## src/uart_macros.svh

```systemverilog
// **************************************************
// uart clock, default baud divisor, register offsets
// and control/status bit positions
// **************************************************

`ifndef UART_MACROS_SVH
`define UART_MACROS_SVH

// system clock feeding the peripheral
`define UART_CLK_HZ        50000000

// 115200 baud at the system clock, one bit = divisor + 1 cycles
`define UART_DEFAULT_BAUD  (`UART_CLK_HZ / 115200)

// register offsets, low address byte
`define UART_OFF_CTRL      8'h00
`define UART_OFF_STATUS    8'h04
`define UART_OFF_BAUD      8'h08
`define UART_OFF_TXDATA    8'h0C
`define UART_OFF_RXDATA    8'h10

// control bits
`define UART_CTRL_TX_EN    0
`define UART_CTRL_RX_EN    1

// status bits, busy is read-only
`define UART_STAT_TX_BUSY  0
`define UART_STAT_RX_OVER  1

// payload width on the line
`define UART_DATA_BITS     8

`endif

```

## src/uart_pkg.sv

```systemverilog
// **************************************************
// uart types: bus word, lane select, payload, divisor
// register offset, bit counter and tx state enum
// **************************************************

package uart_pkg;

    // bus address and data word
    typedef logic [31:0] data_word_t;

    // one select bit per byte lane
    typedef logic [3:0] byte_sel_t;

    // serial payload
    typedef logic [7:0] byte_t;

    // bit period in clocks is divisor + 1
    typedef logic [15:0] baud_div_t;

    // decoded low address byte
    typedef logic [7:0] reg_off_t;

    // data bit and sample counter
    typedef logic [3:0] bit_idx_t;

    // transmitter FSM states
    typedef enum logic [1:0] {
        TX_IDLE,
        TX_START,
        TX_DATA,
        TX_STOP
    } tx_state_t;

endpackage

```

## src/uart_regs.sv

```systemverilog
// **************************************************
// uart register bank: valid/ready bus handshake,
// byte-lane writes, read response, tx start gating
// **************************************************

`include "uart_macros.svh"

module uart_regs import uart_pkg::*; (
    input  logic       clk,
    input  logic       rst_n,
    input  data_word_t addr_i,
    input  data_word_t data_i,
    input  byte_sel_t  sel_i,
    input  logic       we_i,
    input  logic       req_valid_i,
    input  logic       rsp_ready_i,
    input  logic       tx_done_i,
    input  logic       rx_valid_i,
    input  byte_t      rx_byte_i,
    output logic       req_ready_o,
    output logic       rsp_valid_o,
    output data_word_t data_o,
    output logic       tx_start_o,
    output byte_t      tx_byte_o,
    output baud_div_t  baud_div_o,
    output logic       rx_en_o
);

    reg_off_t   reg_off;
    logic       req_fire;
    logic       wr_fire;
    logic       wr_ctrl;
    logic       wr_status;
    logic       wr_baud;
    logic       tx_go;
    logic       rx_capture;
    data_word_t rd_data;

    logic       rsp_valid_q;
    data_word_t rsp_data_q;
    byte_t      ctrl_q;
    baud_div_t  baud_q;
    logic       tx_busy_q;
    logic       rx_over_q;
    byte_t      tx_byte_q;
    logic       tx_start_q;
    byte_t      rx_data_q;

    // only the low address byte is decoded
    assign reg_off = addr_i[7:0];

    // single response slot, free again when the pending one is taken
    assign req_ready_o = ~rsp_valid_q | rsp_ready_i;
    assign req_fire    = req_valid_i & req_ready_o;
    assign wr_fire     = req_fire & we_i;

    assign wr_ctrl   = wr_fire & (reg_off == `UART_OFF_CTRL);
    assign wr_status = wr_fire & (reg_off == `UART_OFF_STATUS);
    assign wr_baud   = wr_fire & (reg_off == `UART_OFF_BAUD);

    // new frame only when enabled and the line is free
    assign tx_go = wr_fire & (reg_off == `UART_OFF_TXDATA) & sel_i[0]
                 & ctrl_q[`UART_CTRL_TX_EN] & ~tx_busy_q;

    // received bytes are dropped while rx is disabled
    assign rx_capture = rx_valid_i & ctrl_q[`UART_CTRL_RX_EN];

    // read mux, tx data is write-only
    always_comb begin
        rd_data = '0;
        case (reg_off)
            `UART_OFF_CTRL: begin
                rd_data = data_word_t'(ctrl_q);
            end
            `UART_OFF_STATUS: begin
                rd_data[`UART_STAT_TX_BUSY] = tx_busy_q;
                rd_data[`UART_STAT_RX_OVER] = rx_over_q;
            end
            `UART_OFF_BAUD: begin
                rd_data = data_word_t'(baud_q);
            end
            `UART_OFF_RXDATA: begin
                rd_data = {{(32 - `UART_DATA_BITS){1'b0}}, rx_data_q};
            end
            default: begin
                rd_data = '0;
            end
        endcase
    end

    // response register, holds under back-pressure
    always_ff @(posedge clk or negedge rst_n) begin
        if (!rst_n) begin
            rsp_valid_q <= 1'b0;
            rsp_data_q  <= '0;
        end else if (req_fire) begin
            rsp_valid_q <= 1'b1;
            // writes answer with zero
            rsp_data_q  <= we_i ? '0 : rd_data;
        end else if (rsp_ready_i) begin
            rsp_valid_q <= 1'b0;
        end
    end

    // control and baud byte lanes
    always_ff @(posedge clk or negedge rst_n) begin
        if (!rst_n) begin
            ctrl_q <= '0;
            baud_q <= baud_div_t'(`UART_DEFAULT_BAUD);
        end else begin
            if (wr_ctrl && sel_i[0]) begin
                ctrl_q <= data_i[7:0];
            end
            if (wr_baud && sel_i[0]) begin
                baud_q[7:0] <= data_i[7:0];
            end
            if (wr_baud && sel_i[1]) begin
                baud_q[15:8] <= data_i[15:8];
            end
        end
    end

    // status flags
    always_ff @(posedge clk or negedge rst_n) begin
        if (!rst_n) begin
            tx_busy_q <= 1'b0;
            rx_over_q <= 1'b0;
        end else begin
            // busy from start until the stop bit ends
            if (tx_go) begin
                tx_busy_q <= 1'b1;
            end else if (tx_done_i) begin
                tx_busy_q <= 1'b0;
            end
            if (wr_status && sel_i[0]) begin
                rx_over_q <= data_i[`UART_STAT_RX_OVER];
            end
            // a new byte wins over a clearing write
            if (rx_capture) begin
                rx_over_q <= 1'b1;
            end
        end
    end

    // tx start pulse with its byte, rx byte capture
    always_ff @(posedge clk or negedge rst_n) begin
        if (!rst_n) begin
            tx_start_q <= 1'b0;
            tx_byte_q  <= '0;
            rx_data_q  <= '0;
        end else begin
            tx_start_q <= tx_go;
            if (tx_go) begin
                tx_byte_q <= data_i[7:0];
            end
            if (rx_capture) begin
                rx_data_q <= rx_byte_i;
            end
        end
    end

    assign rsp_valid_o = rsp_valid_q;
    assign data_o      = rsp_data_q;
    assign tx_start_o  = tx_start_q;
    assign tx_byte_o   = tx_byte_q;
    assign baud_div_o  = baud_q;
    assign rx_en_o     = ctrl_q[`UART_CTRL_RX_EN];

endmodule

```

## src/uart_rx.sv

```systemverilog
// **************************************************
// uart receiver: line sync, start edge detect,
// mid-bit sampling and byte assembly
// **************************************************

module uart_rx import uart_pkg::*; (
    input  logic      clk,
    input  logic      rst_n,
    input  baud_div_t baud_div_i,
    input  logic      rx_en_i,
    input  logic      rx_i,
    output logic      rx_valid_o,
    output byte_t     rx_byte_o
);

    logic      sync_q1;
    logic      sync_q2;
    logic      line_prev_q;
    logic      line_fall;
    logic      active_q;
    baud_div_t period_cnt_q;
    baud_div_t period_lim;
    bit_idx_t  sample_idx_q;
    logic      sample;
    logic      valid_q;
    byte_t     shift_q;

    // two-flop synchroniser plus one delay for edge detect
    // reset to idle-high, no false start after reset
    always_ff @(posedge clk or negedge rst_n) begin
        if (!rst_n) begin
            sync_q1     <= 1'b1;
            sync_q2     <= 1'b1;
            line_prev_q <= 1'b1;
        end else begin
            sync_q1     <= rx_i;
            sync_q2     <= sync_q1;
            line_prev_q <= sync_q2;
        end
    end

    // start edge on the synchronised line
    assign line_fall = line_prev_q & ~sync_q2;

    // half period to the middle of the start bit, then full periods
    assign period_lim = (sample_idx_q == 4'd0) ? (baud_div_i >> 1) : baud_div_i;
    assign sample     = active_q & (period_cnt_q == period_lim);

    // reception control
    always_ff @(posedge clk or negedge rst_n) begin
        if (!rst_n) begin
            active_q     <= 1'b0;
            period_cnt_q <= '0;
            sample_idx_q <= '0;
            valid_q      <= 1'b0;
        end else if (!rx_en_i) begin
            // disabled, drop any frame in progress
            active_q     <= 1'b0;
            period_cnt_q <= '0;
            sample_idx_q <= '0;
            valid_q      <= 1'b0;
        end else begin
            valid_q <= 1'b0;
            if (!active_q) begin
                period_cnt_q <= '0;
                sample_idx_q <= '0;
                if (line_fall) begin
                    active_q <= 1'b1;
                end
            end else if (sample) begin
                period_cnt_q <= '0;
                sample_idx_q <= sample_idx_q + 4'd1;
                // sample 8 is the last data bit, stop bit not checked
                if (sample_idx_q == 4'd8) begin
                    active_q <= 1'b0;
                    valid_q  <= 1'b1;
                end
            end else begin
                period_cnt_q <= period_cnt_q + 16'd1;
            end
        end
    end

    // shift in msb side, first bit ends in bit 0
    // start bit sample (index 0) is skipped
    always_ff @(posedge clk) begin
        if (sample && (sample_idx_q != 4'd0)) begin
            shift_q <= {sync_q2, shift_q[7:1]};
        end
    end

    assign rx_valid_o = valid_q;
    assign rx_byte_o  = shift_q;

endmodule

```

## src/uart_top.sv

```systemverilog
// **************************************************
// uart peripheral top: register bank, transmitter
// and receiver
// **************************************************

module uart_top import uart_pkg::*; (
    input  logic       clk,
    input  logic       rst_n,
    input  data_word_t addr_i,
    input  data_word_t data_i,
    input  byte_sel_t  sel_i,
    input  logic       we_i,
    input  logic       req_valid_i,
    input  logic       rsp_ready_i,
    input  logic       rx_i,
    output data_word_t data_o,
    output logic       req_ready_o,
    output logic       rsp_valid_o,
    output logic       tx_o
);

    // regs to tx
    logic      tx_start;
    byte_t     tx_byte;
    logic      tx_done;
    // shared bit period
    baud_div_t baud_div;
    // rx to regs
    logic      rx_en;
    logic      rx_valid;
    byte_t     rx_byte;

    uart_regs regs_i (
        .clk         (clk),
        .rst_n       (rst_n),
        .addr_i      (addr_i),
        .data_i      (data_i),
        .sel_i       (sel_i),
        .we_i        (we_i),
        .req_valid_i (req_valid_i),
        .rsp_ready_i (rsp_ready_i),
        .tx_done_i   (tx_done),
        .rx_valid_i  (rx_valid),
        .rx_byte_i   (rx_byte),
        .req_ready_o (req_ready_o),
        .rsp_valid_o (rsp_valid_o),
        .data_o      (data_o),
        .tx_start_o  (tx_start),
        .tx_byte_o   (tx_byte),
        .baud_div_o  (baud_div),
        .rx_en_o     (rx_en)
    );

    uart_tx tx_i (
        .clk        (clk),
        .rst_n      (rst_n),
        .baud_div_i (baud_div),
        .tx_start_i (tx_start),
        .tx_byte_i  (tx_byte),
        .tx_done_o  (tx_done),
        .tx_o       (tx_o)
    );

    // instance name kept apart from the rx_i port
    uart_rx uart_rx_i (
        .clk        (clk),
        .rst_n      (rst_n),
        .baud_div_i (baud_div),
        .rx_en_i    (rx_en),
        .rx_i       (rx_i),
        .rx_valid_o (rx_valid),
        .rx_byte_o  (rx_byte)
    );

endmodule

```

## src/uart_tx.sv

```systemverilog
// **************************************************
// uart transmitter FSM: start, 8 data bits lsb first,
// stop, with registered line output and done pulse
// **************************************************

module uart_tx import uart_pkg::*; (
    input  logic      clk,
    input  logic      rst_n,
    input  baud_div_t baud_div_i,
    input  logic      tx_start_i,
    input  byte_t     tx_byte_i,
    output logic      tx_done_o,
    output logic      tx_o
);

    tx_state_t state_q;
    tx_state_t state_d;
    baud_div_t cycle_cnt_q;
    bit_idx_t  bit_idx_q;
    bit_idx_t  bit_idx_d;
    logic      bit_end;
    logic      tx_q;

    // last clock of the current bit
    assign bit_end = (cycle_cnt_q == baud_div_i);

    // next state
    always_comb begin
        state_d = state_q;
        case (state_q)
            TX_IDLE: begin
                if (tx_start_i) begin
                    state_d = TX_START;
                end
            end
            TX_START: begin
                if (bit_end) begin
                    state_d = TX_DATA;
                end
            end
            TX_DATA: begin
                // bit 7 is the last data bit
                if (bit_end && (bit_idx_q == 4'd7)) begin
                    state_d = TX_STOP;
                end
            end
            TX_STOP: begin
                if (bit_end) begin
                    state_d = TX_IDLE;
                end
            end
            default: begin
                state_d = TX_IDLE;
            end
        endcase
    end

    // data bit index, advances at each bit end
    always_comb begin
        if (state_q != TX_DATA) begin
            bit_idx_d = '0;
        end else if (bit_end) begin
            bit_idx_d = bit_idx_q + 4'd1;
        end else begin
            bit_idx_d = bit_idx_q;
        end
    end

    always_ff @(posedge clk or negedge rst_n) begin
        if (!rst_n) begin
            state_q     <= TX_IDLE;
            cycle_cnt_q <= '0;
            bit_idx_q   <= '0;
            // line idles high
            tx_q        <= 1'b1;
        end else begin
            state_q   <= state_d;
            bit_idx_q <= bit_idx_d;
            // period counter wraps at the divisor
            if ((state_q == TX_IDLE) || bit_end) begin
                cycle_cnt_q <= '0;
            end else begin
                cycle_cnt_q <= cycle_cnt_q + 16'd1;
            end
            // line level follows the next state, so no glitch
            case (state_d)
                TX_START: tx_q <= 1'b0;
                TX_DATA:  tx_q <= tx_byte_i[bit_idx_d[2:0]];
                default:  tx_q <= 1'b1;
            endcase
        end
    end

    // last cycle of the stop bit
    assign tx_done_o = (state_q == TX_STOP) & bit_end;
    assign tx_o      = tx_q;

endmodule
```

## config.mk

```make
export PLATFORM = sky130hd
export DESIGN_NAME = uart_top
export DESIGN_NICKNAME = d
export VERILOG_FILES = /design/src/uart_pkg.sv /design/src/uart_regs.sv /design/src/uart_rx.sv /design/src/uart_top.sv /design/src/uart_tx.sv
export VERILOG_INCLUDE_DIRS = /design/src
export SDC_FILE = /design/constraint.sdc
export NUM_CORES = 1
export LEC_CHECK = 0
export BUFFER_PORTS_ARGS = -buffer_cell sky130_fd_sc_hd__buf_2
export CORE_UTILIZATION = 30
export DETAILED_ROUTE_END_ITERATION = 7
export MAX_ROUTING_LAYER = met4
export PLACE_DENSITY = 0.49
export SLEW_MARGIN = 15
export SYNTH_ARGS = -nofsm -noshare
export SYNTH_HDL_FRONTEND = slang
export SYNTH_HIERARCHICAL = 1
export SYNTH_SLANG_ARGS = --single-unit
```

## constraint.sdc

```tcl
create_clock -name clk -period 4 [get_ports clk]
set_input_delay 1 -clock clk [delete_from_list [all_inputs] [get_ports clk]]
set_output_delay 1 -clock clk [all_outputs]
set_load 0.005 [all_outputs]
```

==> impl_metrics.yaml, run 1 <==
run_status:
  outcome: "completed"
floorplan:
  rows: 51
  die_h_microns: 145
  start_util_pct: 31.1
  fp.dieW_microns: 145
  core_area_sq_um: 19800
  die_area_sq_um: 21100
  io_pins: 109
detailed_routing:
  vias: 4466
  viasPerCell: 4.93
  wl_per_cell_microns: 16.7
  drt_iter0_markers: 292
  drcViolationCount: 0
  wl_microns: 15100
  firstDrtPassIters: 5
  ant_nets: 0
yosys:
  yosysMostFrequentCell: "dfrtp_1"
  ys_ff_latch: 116
  synthCells: 576
  yosys_warnings: 6
  ys_top_cells_by_count: "dfrtp_1 (99), nor2_1 (42), mux2_2 (41)"
  synth_edf_count: 8
  synth-async-reset-ratio_pct: 93.1
  synth_top_cells_by_area: "dfrtp_1 (40%), mux2_2 (7.5%), xnor2_1 (5.3%)"
  synth_flop_cell: "dfrtp_1"
  yosysTopAreaCellShare_pct: 40.3
  syn_area_sq_um: 6150
  yosysTopAreaCell: "dfrtp_1"
  avgSynthCellArea_sq_um: 10.7
  seq_area_frac_synth_pct: 48.1
  ys_types: 69
clocking:
  cts_buffers: 17
  cts.hold.buffers_added: 0
  cts_root_buffer: "clkbuf_16"
  post_cts_resized: 0
  clkTransAtPathRegs_ns: 0.06
  cts_tree: "done"
  cts_max_level: 4
  clock_path_buffers: 2
  cts_num_sinks: 116
  clock_latency_ns: 0.42
  post-cts-setup-buffer-count: 0
timing:
  rsz0062_at_grt: "no"
  max_freq_mhz: 292
  fin_skew_ns: 0.00905
  setup_viol: 0
  slew_viol_final: 0
  timing.hold.ws_ns: 0.360
  min_period_over_period_pct: 85.5
  hold_violations: 0
  min_period_ns: 3.42
  worst_slew_pin_slew_ns: 0.940
  finalSetupTns_ns: 0
  relSlewSlack_pct: 37.0
global_routing:
  grt_use_total_pct: 15.5
  grt_pass1_wl_microns: 24800
  grt_max_degree: 40
  grt_pass1_vias: 4472
  antenna_found_initial: 0
  grt-ovfl-total: 0
cells_and_area:
  utilization_pct: 36.5
  area_delta_synth_final_pct: 17.5
  n_antenna_cell: 0
  layout-drive-gt1-share_pct: 24.0
  layout.nets: 707
  final_cell_area_sq_um: 7220
place:
  place_area_sq_um: 6590
  post-dp-hpwl_microns: 11000
  io_buffers: 50
  gp_congestion: 0.875
setup_path:
  crit_slowest_cell: "nor3b_2"
  worstPathMaxFanout: 13
  cp-end-kind: "flip-flop"
  cp.arrival_ns: 3.52
  path_cells: "inv_1 -> ha_1 -> nor3b_2 -> mux2i_1 -> a211oi_2 -> nand3_1 -> nor4_1 -> and2_2"
  cp-start-kind: "flip-flop"
  crit_required_ns: 4.10
  max_stage_delay_ns: 0.78
  critical_path_class: "reg -> reg"
power_and_ir_drop:
  p_total_uw: 2940
  power.density_nw_per_um2: 407
  leakage_uw: 0.00319
  ir_drop_mv: 0.276
flow_run:
  drv_cap: 0
worst_hold_path:
  hp-class: "reg -> reg"
layout by cell type (no fill, tap or decap), drive strengths merged, types with 3 or more instances in the layout:
cell type / synthesis / routed
xnor2: 38 / 38
nor3: 5 / 5
buf: 22 / 53
clkbuf: 13 / 20
o21ai: 29 / 29
ha: 5 / 5
nand3: 20 / 20
xor2: 17 / 17
inv: 26 / 27
a31oi: 5 / 5
and4: 7 / 7
nor4: 8 / 8
nor2b: 18 / 18
a211oi: 3 / 3
nor2: 43 / 43
a221oi: 3 / 3
bufinv: 0 / 4
or3: 4 / 4
nand4: 18 / 18
a21oi: 16 / 16
dfrtp: 99 / 99
nand3b: 3 / 3
nand2b: 7 / 7
conb: 1 / 16
and2: 4 / 4
o21a: 3 / 3
o31ai: 4 / 4
and3: 9 / 9
dfstp: 9 / 9
mux2i: 15 / 15
clkinvlp: 0 / 5
a22o: 6 / 6
edfxtp: 8 / 8
a222oi: 3 / 3
mux2: 41 / 41
nand2: 39 / 39
cells by family (layout without fill, tap and decap cells):
kind of cell    after synthesis  count (layout)  synth area share (%)
simple gates                195             195                  17.9
compound gates               87              87                  9.79
other cells                   1              16                0.0610
flops                       116             116                  48.1
mux                          56              56                  9.96
fa+ha+maj                     5               5                  1.02
buf+inv                      61             111                  5.21
xor+xnor                     55              55                  7.96
state kept, by name (all words and copies together), names as in the netlist, 2 cells and up:
name,count
regs_i/baud_div_o,16
regs_i/ctrl_q,8
regs_i/data_o,16
regs_i/rx_data_q,8
regs_i/tx_byte_o,8
tx_i/bit_idx_q,4
tx_i/cycle_cnt_q,16
tx_i/state_q,2
uart_rx_i/period_cnt_q,16
uart_rx_i/rx_byte_o,8
uart_rx_i/sample_idx_q,4
metal layers:
metal  part of all wire [%]  routed length (microns)  track usage [%]  up-vias
li1                       -                        -                -     2118
met1                     50                     7560             21.3     2214
met2                     44                     6630             22.3      125
met3                    5.4                      810             4.31        9
met4                   0.83                      125             4.37        0
met5                      0                        0                -        -
worst paths after layout:
kind / slack, ns / cells after the start / from / endpoint
hold reg to reg: 0.36 / 0 / uart_rx_i/sync_q1 / uart_rx_i/sync_q2
max in group asynchronous: 2.57 / 2 / rst_n / regs_i/baud_div_o[8]
hold / removal: 0.36 / 0 / uart_rx_i/sync_q1 / uart_rx_i/sync_q2
min in group asynchronous: 0.57 / 1 / rst_n / regs_i/data_o[9]
setup reg to reg: 0.58 / 8 / uart_rx_i/sample_idx_q[0] / uart_rx_i/rx_byte_o[3]
setup / recovery: 0.58 / 8 / uart_rx_i/sample_idx_q[0] / uart_rx_i/rx_byte_o[3]
critical path, delay by kind of cell (launching register included):
kind	cells	cell delay (ns)
and+or+nand+nor	4	1.75
DFF	1	0.41
AOI/OAI and AO/OA	1	0.38
muxes	1	0.26
adders and majority gates	1	0.21
buffers and inverters	1	0.09
area by class of cell:
class	count	area (sq um)
Clock buffer	20	458
Clock inverter	12	176
Fill cell	2001	12600
Inverter	26	97.6
Multi-Input combinational cell	414	2930
Sequential cell	116	2950
Tap cell	265	332
Timing Repair Buffer	53	275
per-stage QoR:
stage	setup slack, ns	instances
6_report	0.581	906
5_1_grt	0.322	906
4_1_cts	0.632	906
3_5_place_dp	0.646	874
3_3_place_gp	0.697	874
2_1_floorplan	1.41	591
power by group:
| group | switching [uW] | total [uW] | internal (uW) | leakage [uW] |
|---|---|---|---|---|
| Combinational | 74.3 | 110 | 35.8 | 0.00136 |
| Clock | 551 | 1630 | 1080 | 0.000294 |
| Sequential | 7.10 | 1200 | 1190 | 0.00154 |
No activity file was read; power rests on OpenSTA's default activity.
==> inputs of run 2 (changes only) <==
--- a/config.mk
+++ b/config.mk
@@ -10,7 +10,7 @@
 export CORE_UTILIZATION = 30
 export DETAILED_ROUTE_END_ITERATION = 7
 export MAX_ROUTING_LAYER = met4
-export PLACE_DENSITY = 0.49
+export PLACE_DENSITY = 0.51
 export SLEW_MARGIN = 15
 export SYNTH_ARGS = -nofsm -noshare
 export SYNTH_HDL_FRONTEND = slang
==> constraint.sdc (replaced) <==
create_clock -name clk -period 3.1 [get_ports clk]
set_input_delay 0.775 -clock clk [delete_from_list [all_inputs] [get_ports clk]]
set_output_delay 0.775 -clock clk [all_outputs]
set_load 0.005 [all_outputs]
==> run 2 against run 1 <==
Compared with the run above: non-clock buffer count up 15; combinational power grew 33%; critical endpoint is now uart_rx_i/rx_byte_o[6]; final cell count increased by 1.7%; sequential power up 29%; total power is 31% higher; global-route usage is 0.24 points higher; critical path depth increased by 1.
==> impl_metrics.yaml, run 2 (synthesized netlist as in run 1, its figures left out) <==
run_status:
  outcome: "completed"
clocking:
  cts_buffers: 17
  cts_max_level: 4
  cts_tree: "done"
  clock_latency_ns: 0.41
  cts_root_buffer: "clkbuf_16"
  clock_path_buffers: 2
  cts_num_sinks: 116
  clkTransAtPathRegs_ns: 0.06
  cts.hold.buffers_added: 0
timing:
  relSlewSlack_pct: 52.6
  timing.hold.ws_ns: 0.276
  worst_slew_pin_slew_ns: 0.711
  min_period_over_period_pct: 93.2
  setup_viol: 0
  rsz0062_at_grt: "no"
  min_period_ns: 2.89
  hold_violations: 0
  slew_viol_final: 0
  setup_slack_ns: 0.210
  finalSetupTns_ns: 0
  fin_skew_ns: 0.00937
  max_freq_mhz: 346
cells_and_area:
  final_cell_area_sq_um: 7370
  seqCellArea_sq_um: 2950
  layout-drive-gt1-share_pct: 25.6
  final_common_cell: "dfrtp_1"
  multiInputGateArea_sq_um: 2930
  n_antenna_cell: 0
  fill_cells: 1979
  layout.nets: 722
  final_cell_mix: "dfrtp_1 (99), buf_2 (49), nor2_1 (42)"
  area_delta_synth_final_pct: 19.9
detailed_routing:
  firstDrtPassIters: 6
  wl_microns: 15300
  drt_iter0_markers: 280
  wl_per_cell_microns: 16.7
  ant_nets: 0
  drcViolationCount: 0
  viasPerCell: 4.93
  vias: 4538
power_and_ir_drop:
  power.density_nw_per_um2: 521
  leakage_uw: 0.00330
  ir_drop_mv: 0.271
setup_path:
  critical_path_class: "reg -> reg"
  worstPathMaxFanout: 11
  reg2reg_from: "uart_rx_i/sample_idx_q[0]"
  cp-end-kind: "flip-flop"
  r2r_cells: 9
  crit_required_ns: 3.20
  r2r_end: "uart_rx_i/rx_byte_o[6]"
  cp-start-kind: "flip-flop"
  cp.arrival_ns: 2.99
  rrSetupSlack_ns: 0.21
global_routing:
  grt_pass1_vias: 4599
  grt_use_total_pct: 15.8
  grt_max_degree: 85
  grt_pass1_wl_microns: 25100
  antenna_found_initial: 0
  grt-ovfl-total: 0
floorplan:
  io_pins: 109
  fp.dieW_microns: 145
  start_util_pct: 31.1
  rows: 51
  die_h_microns: 145
  core_area_sq_um: 19800
  die_area_sq_um: 21100
flow_run:
  drv_cap: 0
worst_hold_path:
  hp-class: "in -> async"
place:
  place_ws_ns: -0.0169
  post-dp-hpwl_microns: 11000
  io_buffers: 50
  gp_congestion: 0.871
  place_area_sq_um: 6700
run 2: cell types whose count changed in the layout (fill, tap and decap cells not counted):
cell        previous run  this run
buf_4                  4        18
clkinvlp_4             5         1
clkbuf_8               0         3
buf_12                 0         1
clkbuf_1               2         3
clkinv_4               0         1
inv_6                  1         0
nor3b_2                1         0
nor3b_4                0         1
run 2: repair_timing:
item	CTS	global route
setup endpoints to repair	8	8
cloned	0	0
gates resized for setup	1	0
pin swaps	0	0
buffers inserted	0	1
hold endpoints to repair	0	0
run 2: worst max-delay path by stage:
stage                              start  slack (ns)                     end
5_1_grt        uart_rx_i/sample_idx_q[0]        0.02  uart_rx_i/rx_byte_o[6]
2_1_floorplan  uart_rx_i/sample_idx_q[0]        0.54  uart_rx_i/rx_byte_o[0]
3_5_place_dp   uart_rx_i/sample_idx_q[0]       -0.02  uart_rx_i/rx_byte_o[7]
3_3_place_gp   uart_rx_i/sample_idx_q[0]       -0.02  uart_rx_i/rx_byte_o[7]
4_1_cts        uart_rx_i/sample_idx_q[0]        0.18  uart_rx_i/rx_byte_o[6]
6_report       uart_rx_i/sample_idx_q[0]        0.21  uart_rx_i/rx_byte_o[6]
run 2: final cells by class:
type                    instances  area share, %
clock buffers                  24           6.83
inverters                      26           1.32
multi-input cells             414           39.8
flip-flops and latches        116           40.1
clock inverters                 8           1.99
well taps                     265           4.50
repair buffers                 68           5.43
run 2: through the flow:
step	cells	utilization, %	total power, uW
after floorplan	591	-	1660
final	921	37.2	3840
after CTS	920	37.2	3900
after global routing	921	37.2	3970
after detailed placement	888	33.9	1720
after global placement	888	33.9	1720
run 2: report_power, final:
part           switching, uW  total, uW  leakage (uW)  internal (uW)
sequential              9.12       1550       0.00154           1540
combinational           94.7        146       0.00145           50.9
clock                    689       2150      0.000316           1460
run 2: critical path: stages, from the launching register on:
cell and delay [ns]:
dfrtp_1 0.37, inv_1 0.08, ha_1 0.17, nor3b_4 0.54, mux2i_1 0.21, a211oi_2 0.31, nand3_1 0.11, nor4_1 0.36
buf_4 0.18, and2_2 0.25
run 2: layer usage:
layer	wire [microns]	track usage, %	up-vias
met2	6920	23.5	120
met4	278	6.26	0
met1	7430	20.9	2243
li1	-	-	2158
met5	0	-	-
met3	709	3.27	17
